### config.mk
export PLATFORM = sky130hd
export DESIGN_NAME = vga_game_top
export DESIGN_NICKNAME = d
export VERILOG_FILES = /design/src/source/vga_pkg.sv /design/src/source/vga_if.sv /design/src/source/vga_timing.sv /design/src/source/game_ctl.sv /design/src/source/draw_background.sv /design/src/source/draw_rect.sv /design/src/source/draw_missile.sv /design/src/source/vga_game_top.sv
export SDC_FILE = /design/constraint.sdc
export NUM_CORES = 1
export LEC_CHECK = 0
export CORE_UTILIZATION = 47
export CTS_CLUSTER_SIZE = 10
export DETAILED_ROUTE_END_ITERATION = 12
export DONT_BUFFER_PORTS = 1
export PLACE_DENSITY = 0.73
export SYNTH_ARGS = -nofsm -noshare
export SYNTH_HDL_FRONTEND = slang
export SYNTH_SLANG_ARGS = --single-unit
### constraint.sdc
create_clock -name pclk -period 3.7 [get_ports pclk]
set_input_delay 0.185 -clock pclk [delete_from_list [all_inputs] [get_ports pclk]]
set_output_delay 0.185 -clock pclk [all_outputs]
set_load 0.03 [all_outputs]
### src/source/vga_pkg.sv
/*
 * Shared definitions for the VGA game pipeline: coordinate and colour
 * types, the missile state enum, default 1024x768 geometry, colours,
 * sprite sizes, per-frame steps and the player row helper.
 */
`default_nettype none

package vga_pkg;

  typedef logic [10:0] count_t;
  typedef logic [11:0] rgb_t;

  typedef enum logic [0:0] {
    MISSILE_IDLE,
    MISSILE_FLYING
  } missile_state_t;

  // 1024x768 at 65 MHz
  localparam int H_ACTIVE_DEF = 1024;
  localparam int H_FRONT_DEF  = 24;
  localparam int H_SYNC_DEF   = 136;
  localparam int H_BACK_DEF   = 160;
  localparam int V_ACTIVE_DEF = 768;
  localparam int V_FRONT_DEF  = 3;
  localparam int V_SYNC_DEF   = 6;
  localparam int V_BACK_DEF   = 29;

  localparam rgb_t BG_COLOR      = 12'h226;
  localparam rgb_t BORDER_COLOR  = 12'hfff;
  localparam rgb_t PLAYER_COLOR  = 12'h0f0;
  localparam rgb_t MISSILE_COLOR = 12'hf40;

  localparam count_t PLAYER_W     = 11'd8;
  localparam count_t PLAYER_H     = 11'd4;
  localparam count_t MISSILE_W    = 11'd2;
  localparam count_t MISSILE_H    = 11'd3;
  localparam count_t PLAYER_STEP  = 11'd2;
  localparam count_t MISSILE_STEP = 11'd4;

  // top row of the player band, two lines above the bottom of the screen
  function automatic count_t player_top(int v_active);
    return count_t'(v_active) - PLAYER_H - count_t'(2);
  endfunction

endpackage

`default_nettype wire

### src/source/vga_if.sv
/*
 * Timing and colour bundle passed between pipeline stages.
 * src is the driving stage, snk the reading stage.
 */
`timescale 1ns/100ps
`default_nettype none

interface vga_if;

  vga_pkg::count_t hcount;
  vga_pkg::count_t vcount;
  logic            hsync;
  logic            vsync;
  logic            hblnk;
  logic            vblnk;
  vga_pkg::rgb_t   rgb;

  modport src (
    output hcount, vcount, hsync, vsync, hblnk, vblnk, rgb
  );

  modport snk (
    input hcount, vcount, hsync, vsync, hblnk, vblnk, rgb
  );

endinterface

`default_nettype wire

### src/source/vga_timing.sv
/*
 * VGA timing generator: pixel and line counters with registered
 * sync and blanking, all aligned to the counter values.
 */
`timescale 1ns/100ps
`default_nettype none

module vga_timing #(
  parameter int H_ACTIVE = vga_pkg::H_ACTIVE_DEF,
  parameter int H_FRONT  = vga_pkg::H_FRONT_DEF,
  parameter int H_SYNC   = vga_pkg::H_SYNC_DEF,
  parameter int H_BACK   = vga_pkg::H_BACK_DEF,
  parameter int V_ACTIVE = vga_pkg::V_ACTIVE_DEF,
  parameter int V_FRONT  = vga_pkg::V_FRONT_DEF,
  parameter int V_SYNC   = vga_pkg::V_SYNC_DEF,
  parameter int V_BACK   = vga_pkg::V_BACK_DEF
) (
  input  logic  pclk,
  input  logic  reset,
  vga_if.src    tim
);

  localparam vga_pkg::count_t H_LAST  = vga_pkg::count_t'(H_ACTIVE + H_FRONT + H_SYNC + H_BACK - 1);
  localparam vga_pkg::count_t V_LAST  = vga_pkg::count_t'(V_ACTIVE + V_FRONT + V_SYNC + V_BACK - 1);
  localparam vga_pkg::count_t H_VIS   = vga_pkg::count_t'(H_ACTIVE);
  localparam vga_pkg::count_t V_VIS   = vga_pkg::count_t'(V_ACTIVE);
  localparam vga_pkg::count_t HS_BEG  = vga_pkg::count_t'(H_ACTIVE + H_FRONT);
  localparam vga_pkg::count_t HS_END  = vga_pkg::count_t'(H_ACTIVE + H_FRONT + H_SYNC);
  localparam vga_pkg::count_t VS_BEG  = vga_pkg::count_t'(V_ACTIVE + V_FRONT);
  localparam vga_pkg::count_t VS_END  = vga_pkg::count_t'(V_ACTIVE + V_FRONT + V_SYNC);

  vga_pkg::count_t h_next;
  vga_pkg::count_t v_next;

  // next counter values, sync and blank are decoded from these so
  // the registered flags line up with the registered counts
  always_comb begin
    h_next = tim.hcount + vga_pkg::count_t'(1);
    v_next = tim.vcount;
    if (tim.hcount == H_LAST) begin
      h_next = '0;
      v_next = (tim.vcount == V_LAST) ? '0 : tim.vcount + vga_pkg::count_t'(1);
    end
  end

  always_ff @(posedge pclk) begin
    if (reset) begin
      tim.hcount <= '0;
      tim.vcount <= '0;
      tim.hsync  <= 1'b0;
      tim.vsync  <= 1'b0;
      tim.hblnk  <= 1'b0;
      tim.vblnk  <= 1'b0;
    end else begin
      tim.hcount <= h_next;
      tim.vcount <= v_next;
      tim.hsync  <= (h_next >= HS_BEG) && (h_next < HS_END);
      tim.vsync  <= (v_next >= VS_BEG) && (v_next < VS_END);
      tim.hblnk  <= (h_next >= H_VIS);
      tim.vblnk  <= (v_next >= V_VIS);
    end
  end

  // no picture yet, the drawing stages paint over black
  assign tim.rgb = '0;

endmodule

`default_nettype wire

### src/source/game_ctl.sv
/*
 * Game control: button synchronizers, frame tick detection,
 * player x position and the missile state machine.
 */
`timescale 1ns/100ps
`default_nettype none

module game_ctl #(
  parameter int H_ACTIVE = vga_pkg::H_ACTIVE_DEF,
  parameter int V_ACTIVE = vga_pkg::V_ACTIVE_DEF
) (
  input  logic            pclk,
  input  logic            reset,
  input  logic            left,
  input  logic            right,
  input  logic            fire,
  vga_if.snk              tim,
  output vga_pkg::count_t xpos,
  output vga_pkg::count_t xpos_missile,
  output vga_pkg::count_t missile_y,
  output logic            missile_on
);

  localparam vga_pkg::count_t X_MAX     = vga_pkg::count_t'(H_ACTIVE) - vga_pkg::PLAYER_W;
  localparam vga_pkg::count_t X_START   = X_MAX >> 1;
  localparam vga_pkg::count_t V_VIS     = vga_pkg::count_t'(V_ACTIVE);
  localparam vga_pkg::count_t MISSILE_Y0 = vga_pkg::player_top(V_ACTIVE) - vga_pkg::MISSILE_H;
  // offset from player left edge to missile left edge
  localparam vga_pkg::count_t X_CENTRE  = (vga_pkg::PLAYER_W >> 1) - (vga_pkg::MISSILE_W >> 1);

  logic [2:0] btn_meta;
  logic [2:0] btn_sync;
  logic       left_s;
  logic       right_s;
  logic       fire_s;
  logic       frame_tick;

  vga_pkg::missile_state_t state;

  // two-flop synchronizer for left, right and fire
  always_ff @(posedge pclk) begin
    if (reset) begin
      btn_meta <= '0;
      btn_sync <= '0;
    end else begin
      btn_meta <= {left, right, fire};
      btn_sync <= btn_meta;
    end
  end

  assign left_s  = btn_sync[2];
  assign right_s = btn_sync[1];
  assign fire_s  = btn_sync[0];

  // first pixel of the first blanking line
  assign frame_tick = tim.vblnk && (tim.hcount == '0) && (tim.vcount == V_VIS);

  // both buttons held cancel each other
  always_ff @(posedge pclk) begin
    if (reset) begin
      xpos <= X_START;
    end else if (frame_tick) begin
      if (left_s && !right_s) begin
        xpos <= (xpos < vga_pkg::PLAYER_STEP) ? '0 : xpos - vga_pkg::PLAYER_STEP;
      end else if (right_s && !left_s) begin
        xpos <= (xpos > X_MAX - vga_pkg::PLAYER_STEP) ? X_MAX : xpos + vga_pkg::PLAYER_STEP;
      end
    end
  end

  always_ff @(posedge pclk) begin
    if (reset) begin
      state <= vga_pkg::MISSILE_IDLE;
    end else if (frame_tick) begin
      case (state)
        vga_pkg::MISSILE_IDLE: begin
          if (fire_s) begin
            state <= vga_pkg::MISSILE_FLYING;
          end
        end
        vga_pkg::MISSILE_FLYING: begin
          if (missile_y < vga_pkg::MISSILE_STEP) begin
            state <= vga_pkg::MISSILE_IDLE;
          end
        end
        default: state <= vga_pkg::MISSILE_IDLE;
      endcase
    end
  end

  // launch uses the player position held during the frame just shown
  always_ff @(posedge pclk) begin
    if (frame_tick) begin
      if (state == vga_pkg::MISSILE_IDLE && fire_s) begin
        missile_y    <= MISSILE_Y0;
        xpos_missile <= xpos + X_CENTRE;
      end else if (state == vga_pkg::MISSILE_FLYING && missile_y >= vga_pkg::MISSILE_STEP) begin
        missile_y <= missile_y - vga_pkg::MISSILE_STEP;
      end
    end
  end

  assign missile_on = (state == vga_pkg::MISSILE_FLYING);

endmodule

`default_nettype wire

### src/source/draw_background.sv
/*
 * First colour stage: background fill with a one pixel border,
 * timing signals delayed by one register.
 */
`timescale 1ns/100ps
`default_nettype none

module draw_background #(
  parameter int H_ACTIVE = vga_pkg::H_ACTIVE_DEF,
  parameter int V_ACTIVE = vga_pkg::V_ACTIVE_DEF
) (
  input  logic pclk,
  input  logic reset,
  vga_if.snk   in,
  vga_if.src   out
);

  localparam vga_pkg::count_t H_LAST = vga_pkg::count_t'(H_ACTIVE - 1);
  localparam vga_pkg::count_t V_LAST = vga_pkg::count_t'(V_ACTIVE - 1);

  vga_pkg::rgb_t rgb_nxt;
  logic          edge_px;

  assign edge_px = (in.hcount == '0) || (in.hcount == H_LAST) ||
                   (in.vcount == '0) || (in.vcount == V_LAST);

  always_comb begin
    if (in.hblnk || in.vblnk) begin
      // timing stage delivers black here
      rgb_nxt = in.rgb;
    end else if (edge_px) begin
      rgb_nxt = vga_pkg::BORDER_COLOR;
    end else begin
      rgb_nxt = vga_pkg::BG_COLOR;
    end
  end

  always_ff @(posedge pclk) begin
    if (reset) begin
      out.hsync <= 1'b0;
      out.vsync <= 1'b0;
      out.hblnk <= 1'b0;
      out.vblnk <= 1'b0;
    end else begin
      out.hsync <= in.hsync;
      out.vsync <= in.vsync;
      out.hblnk <= in.hblnk;
      out.vblnk <= in.vblnk;
    end
  end

  always_ff @(posedge pclk) begin
    out.hcount <= in.hcount;
    out.vcount <= in.vcount;
    out.rgb    <= rgb_nxt;
  end

endmodule

`default_nettype wire

### src/source/draw_rect.sv
/*
 * Player stage: solid rectangle on the player band at xpos,
 * other pixels pass through one register later.
 */
`timescale 1ns/100ps
`default_nettype none

module draw_rect #(
  parameter int V_ACTIVE = vga_pkg::V_ACTIVE_DEF
) (
  input  logic            pclk,
  input  logic            reset,
  vga_if.snk              in,
  vga_if.src              out,
  input  vga_pkg::count_t xpos
);

  localparam vga_pkg::count_t ROW_TOP = vga_pkg::player_top(V_ACTIVE);
  localparam vga_pkg::count_t ROW_END = ROW_TOP + vga_pkg::PLAYER_H;

  vga_pkg::count_t x_end;
  logic            in_cols;
  logic            in_rows;
  vga_pkg::rgb_t   rgb_nxt;

  assign x_end   = xpos + vga_pkg::PLAYER_W;
  assign in_cols = (in.hcount >= xpos) && (in.hcount < x_end);
  // rows of the player band near the bottom of the active area
  assign in_rows = (in.vcount >= ROW_TOP) && (in.vcount < ROW_END);

  always_comb begin
    if (in_cols && in_rows) begin
      rgb_nxt = vga_pkg::PLAYER_COLOR;
    end else begin
      rgb_nxt = in.rgb;
    end
  end

  always_ff @(posedge pclk) begin
    if (reset) begin
      out.hsync <= 1'b0;
      out.vsync <= 1'b0;
      out.hblnk <= 1'b0;
      out.vblnk <= 1'b0;
    end else begin
      out.hsync <= in.hsync;
      out.vsync <= in.vsync;
      out.hblnk <= in.hblnk;
      out.vblnk <= in.vblnk;
    end
  end

  always_ff @(posedge pclk) begin
    out.hcount <= in.hcount;
    out.vcount <= in.vcount;
    out.rgb    <= rgb_nxt;
  end

endmodule

`default_nettype wire

### src/source/draw_missile.sv
/*
 * Missile stage: small box at the latched missile position while
 * the missile flies, drawn over the player.
 */
`timescale 1ns/100ps
`default_nettype none

module draw_missile (
  input  logic            pclk,
  input  logic            reset,
  vga_if.snk              in,
  vga_if.src              out,
  input  vga_pkg::count_t xpos_missile,
  input  vga_pkg::count_t missile_y,
  input  logic            missile_on
);

  vga_pkg::count_t x_end;
  vga_pkg::count_t y_end;
  logic            hit;
  vga_pkg::rgb_t   rgb_nxt;

  assign x_end = xpos_missile + vga_pkg::MISSILE_W;
  assign y_end = missile_y + vga_pkg::MISSILE_H;

  // missile box at the latched position while it flies
  assign hit = missile_on &&
               (in.hcount >= xpos_missile) && (in.hcount < x_end) &&
               (in.vcount >= missile_y) && (in.vcount < y_end);

  always_comb begin
    if (hit) begin
      rgb_nxt = vga_pkg::MISSILE_COLOR;
    end else begin
      rgb_nxt = in.rgb;
    end
  end

  always_ff @(posedge pclk) begin
    if (reset) begin
      out.hsync <= 1'b0;
      out.vsync <= 1'b0;
      out.hblnk <= 1'b0;
      out.vblnk <= 1'b0;
    end else begin
      out.hsync <= in.hsync;
      out.vsync <= in.vsync;
      out.hblnk <= in.hblnk;
      out.vblnk <= in.vblnk;
    end
  end

  always_ff @(posedge pclk) begin
    out.hcount <= in.hcount;
    out.vcount <= in.vcount;
    out.rgb    <= rgb_nxt;
  end

endmodule

`default_nettype wire

### src/source/vga_game_top.sv
/*
 * Top level of the game display: timing generator, game control and
 * the background, player and missile stages in a chain.
 */
`timescale 1ns/100ps
`default_nettype none

module vga_game_top #(
  parameter int H_ACTIVE = vga_pkg::H_ACTIVE_DEF,
  parameter int H_FRONT  = vga_pkg::H_FRONT_DEF,
  parameter int H_SYNC   = vga_pkg::H_SYNC_DEF,
  parameter int H_BACK   = vga_pkg::H_BACK_DEF,
  parameter int V_ACTIVE = vga_pkg::V_ACTIVE_DEF,
  parameter int V_FRONT  = vga_pkg::V_FRONT_DEF,
  parameter int V_SYNC   = vga_pkg::V_SYNC_DEF,
  parameter int V_BACK   = vga_pkg::V_BACK_DEF
) (
  input  logic       pclk,
  input  logic       reset,
  input  logic       left,
  input  logic       right,
  input  logic       fire,
  output logic       hs,
  output logic       vs,
  output logic [3:0] r,
  output logic [3:0] g,
  output logic [3:0] b
);

  vga_pkg::count_t xpos;
  vga_pkg::count_t xpos_missile;
  vga_pkg::count_t missile_y;
  logic            missile_on;

  vga_if tim_if ();
  vga_if bg_if ();
  vga_if rect_if ();
  vga_if out_if ();

  vga_timing #(
    .H_ACTIVE(H_ACTIVE), .H_FRONT(H_FRONT), .H_SYNC(H_SYNC), .H_BACK(H_BACK),
    .V_ACTIVE(V_ACTIVE), .V_FRONT(V_FRONT), .V_SYNC(V_SYNC), .V_BACK(V_BACK)
  ) u_timing (
    .pclk(pclk), .reset(reset), .tim(tim_if.src)
  );

  game_ctl #(.H_ACTIVE(H_ACTIVE), .V_ACTIVE(V_ACTIVE)) u_game_ctl (
    .pclk(pclk), .reset(reset),
    .left(left), .right(right), .fire(fire),
    .tim(tim_if.snk),
    .xpos(xpos), .xpos_missile(xpos_missile),
    .missile_y(missile_y), .missile_on(missile_on)
  );

  draw_background #(.H_ACTIVE(H_ACTIVE), .V_ACTIVE(V_ACTIVE)) u_background (
    .pclk(pclk), .reset(reset), .in(tim_if.snk), .out(bg_if.src)
  );

  draw_rect #(.V_ACTIVE(V_ACTIVE)) u_rect (
    .pclk(pclk), .reset(reset), .in(bg_if.snk), .out(rect_if.src), .xpos(xpos)
  );

  draw_missile u_missile (
    .pclk(pclk), .reset(reset), .in(rect_if.snk), .out(out_if.src),
    .xpos_missile(xpos_missile), .missile_y(missile_y), .missile_on(missile_on)
  );

  // three stages behind the timing counters
  assign hs = out_if.hsync;
  assign vs = out_if.vsync;
  assign r  = out_if.rgb[11:8];
  assign g  = out_if.rgb[7:4];
  assign b  = out_if.rgb[3:0];

endmodule

`default_nettype wire

==> run metrics <==
status=finished, final reports clean; Yosys warning count=0; clk_lat worst skew=0.42 ns; DR vias=a little over 5,000; post-placement cell area=6804 um^2; die area=between 10,000 and 15,000 um^2; Worst setup startpoint=u_game_ctl.missile_y[5]$_SDFFCE_PP1P_; chip width=between 100 and 150 um; CTS clk-pin slew, worst paths=0.06 ns; min-delay src=reset; antenna-violating nets left=0; synthesized area=between 6000 and 7000 um^2; reported max-cap violation count=0; routability cong.=a little over 0.9; Hold Path Class=in2reg; # diodes=0; sequential share of the synthesized area=0.3985; register bit count reported by yosys=roughly 130; die height=roughly 120 um; Syn Area/Cell=9.543 um^2; Buffers on Ports=0; fmax=roughly 320 MHz; Hold Crit Depth=2; number of global-route vias before repair=about 5,000; syn_nets=roughly 780; area of the multi-input gates=approximately 3700 um^2; final net count=between 700 and 800; Slew @ Worst Pin=0.8934 ns; met3 WL=about 730 um; RSZ-0062 raised after global routing=no; H-tree Lvls=4; FILL cells=roughly 1,200; clock tree buffer depth=2; Tot GR Track Use=0.2063; Final Skew=roughly 0.0093 ns; flop2flop setup slack=0.54 ns; placed insts=approximately 860; Hold WS=slightly above 0.06 ns; Residual DRC=0; final std cells w/o fill=~890; uppermost layer routed=met4; max-slew violation count=0; HPWL Detailed=between 10,000 and 15,000 um; Syn Inst Count=between 700 and 800; Yosys cell types=77; metal2 WL=around 6700 um; Final Cell Area=roughly 7400 um^2; CTS tree=yes; core area=13,930 um^2; Worst R2R Start=u_game_ctl.missile_y[5]$_SDFFCE_PP1P_; Row Count=43; largest net degree at the start of global routing=about 40; Worst VDD drop=~350 uV; min cycle time layout=~3.2 ns; Ports=19; global-route wire length before repair=between 20,000 and 25,000 um; ys flop type=dfxtp_1; PD cells=~410 nW/um^2; commonest cells after routing, fill and taps aside=106 x dfxtp_1, 71 x ha_1, 50 x inv_1; EDFF count, synth=19; final hold vios=0; Setup-failing EPs final=0; R2R cell count=9; M1 WL=approximately 6300 um; final WL=roughly 14,000 um; vias per inst=5.800; Initial Utilization=0.4849; Starting DRT DRC Count=345; CTS Sinks=125; final setup TNS=0 ns; Pre-antenna DRT Iters=5; Setup CP Type=reg2reg; asr flop ratio synth=0; initial antenna violation count=0; Avg WL per Cell=~16 um; layout cells sized above 1=0.08439; WHS Endpoint=u_timing.tim.hcount[9]$_SDFF_PP0_; period utilization=0.8531; startpoint types=register; CTS root buffer=clkbuf_16; Critical Path RT=3.95 ns; crit path max fanout=7; FF/Latch Area=around 2700 um^2; Worst setup EP type=register; Post-CTS Resized=0; area grow syn2layout=10.20%; CTS Buf Count=17; leakage=between 3 and 4 nW; WP data arrival=3.41 ns; commonest non-fill, non-tap cell in the layout=dfxtp_1; Worst R2R End=u_missile.out.rgb[2]$_SDFF_PP0_; Slew HR=0.4003; GRT overflow=0
[cell type report]
cell class              instances  share of cell area
multi-input cells             498              0.4952
clock buffers                  19             0.06083
well taps                     180             0.03025
clock inverters                13             0.01865
inverters                      51             0.02571
flip-flops and latches        125              0.3616
repair buffers                  5            0.007730
[metrics by stage]
step	utilization	worst slack, ns	power, mW
floorplan	-	1.065	1.467
global placement	0.4883	0.8367	1.472
detailed placement	0.4883	0.6140	1.474
CTS	0.5343	0.5942	3.118
global route	0.5343	0.2463	3.193
finish	0.5343	0.5435	3.085
[report_power, final]
| part | switching [mW] | leakage (nW) | internal (mW) |
|---|---|---|---|
| Combinational | 0.0321 | 1.72 | 0.0257 |
| Sequential | 0.0112 | 1.03 | 1.39 |
| Clock | 0.601 | 0.286 | 1.03 |
| Total | 0.644 | 3.03 | 2.44 |
[state kept, by name, indices dropped and copies added, names as in the netlist, 2 cells and up]
name / count
u_game_ctl.missile_y: 9
u_timing.tim.vcount: 11
u_background.out.vcount: 11
u_game_ctl.btn_meta: 3
u_game_ctl.xpos: 10
u_timing.tim.hcount: 11
u_game_ctl.btn_sync: 3
u_rect.out.rgb: 4
u_rect.out.hcount: 11
u_background.out.rgb: 2
u_background.out.hcount: 11
u_rect.out.vcount: 11
u_missile.out.rgb: 7
u_game_ctl.xpos_missile: 10
[worst max-delay path: stages (launching register included)]
cell and delay [ns]:
edfxtp_1 0.42, clkinv_1 0.23, nor4_1 0.40, nand4_1 0.18
xnor2_1 0.16, ha_1 0.30, a22oi_1 0.19, o2111ai_1 0.13
a311oi_1 0.76, a31oi_1 0.21
[metal layers]
| layer | vias up | track usage |
|---|---|---|
| met5 | - | 0 |
| met3 | 21 | 0.05431 |
| met2 | 163 | 0.3347 |
| li1 | 2528 | - |
| met1 | 2456 | 0.2587 |
| met4 | 0 | 0.08488 |
[synthesized netlist by cell type (3+ instances only)]
cell type	n	area (um^2)
dfxtp_1	106	2122
ha_1	71	888.4
inv_1	50	187.7
nor2_1	48	180.2
xnor2_1	42	367.9
nand2_1	35	131.4
nand3_1	33	165.2
a21oi_1	29	145.1
nor2b_1	22	137.6
o21ai_0	22	110.1
edfxtp_1	19	570.6
nor3_1	19	95.09
clkbuf_1	18	67.56
nand4_1	17	106.4
xor2_1	11	96.34
a31oi_1	9	56.30
and3_1	9	56.30
a211o_1	8	70.07
a211oi_1	8	60.06
nor4_1	7	43.79
o211ai_1	7	52.55
a21o_1	6	45.04
buf_2	6	30.03
o21a_1	6	45.04
a31o_2	5	43.79
buf_4	5	37.54
buf_6	5	56.30
o21ai_1	5	25.02
or3_1	5	31.28
nand2b_1	4	25.02
o311ai_0	4	35.03
a221oi_1	3	26.28
a22oi_1	3	22.52
a311oi_1	3	26.28
and2_1	3	18.77
nor4_2	3	37.54
or2_2	3	18.77
[logic make-up after synthesis]
logic type               count (synthesis)  synth area share
XOR/XNOR                                53           0.06870
buffers and inverters                   85           0.05667
flip-flops                             125            0.3985
adder cells (fa/ha/maj)                 71            0.1315
AO/OA/AOI/OAI                          142            0.1481
multiplexers                             2          0.002963
AND/OR/NAND/NOR                        230            0.1935
[worst max-delay path by stage]
stage                                             to  slack, ns  cells past startpoint
finish               u_missile.out.rgb[2]$_SDFF_PP0_       0.54                      9
global route         u_missile.out.rgb[2]$_SDFF_PP0_       0.25                      9
global placement    u_missile.out.rgb[10]$_SDFF_PP1_       0.84                      9
floorplan           u_missile.out.rgb[10]$_SDFF_PP1_       1.07                      9
detailed placement   u_missile.out.rgb[2]$_SDFF_PP0_       0.61                      9
CTS                  u_missile.out.rgb[2]$_SDFF_PP0_       0.59                      9
[what timing repair did]
action                                 in CTS  in global routing
setup buffers                               0                  0
endpoints found under the hold margin      40                  0
hold buffers                                4                  0
No activity file was read; power rests on OpenSTA's default activity.
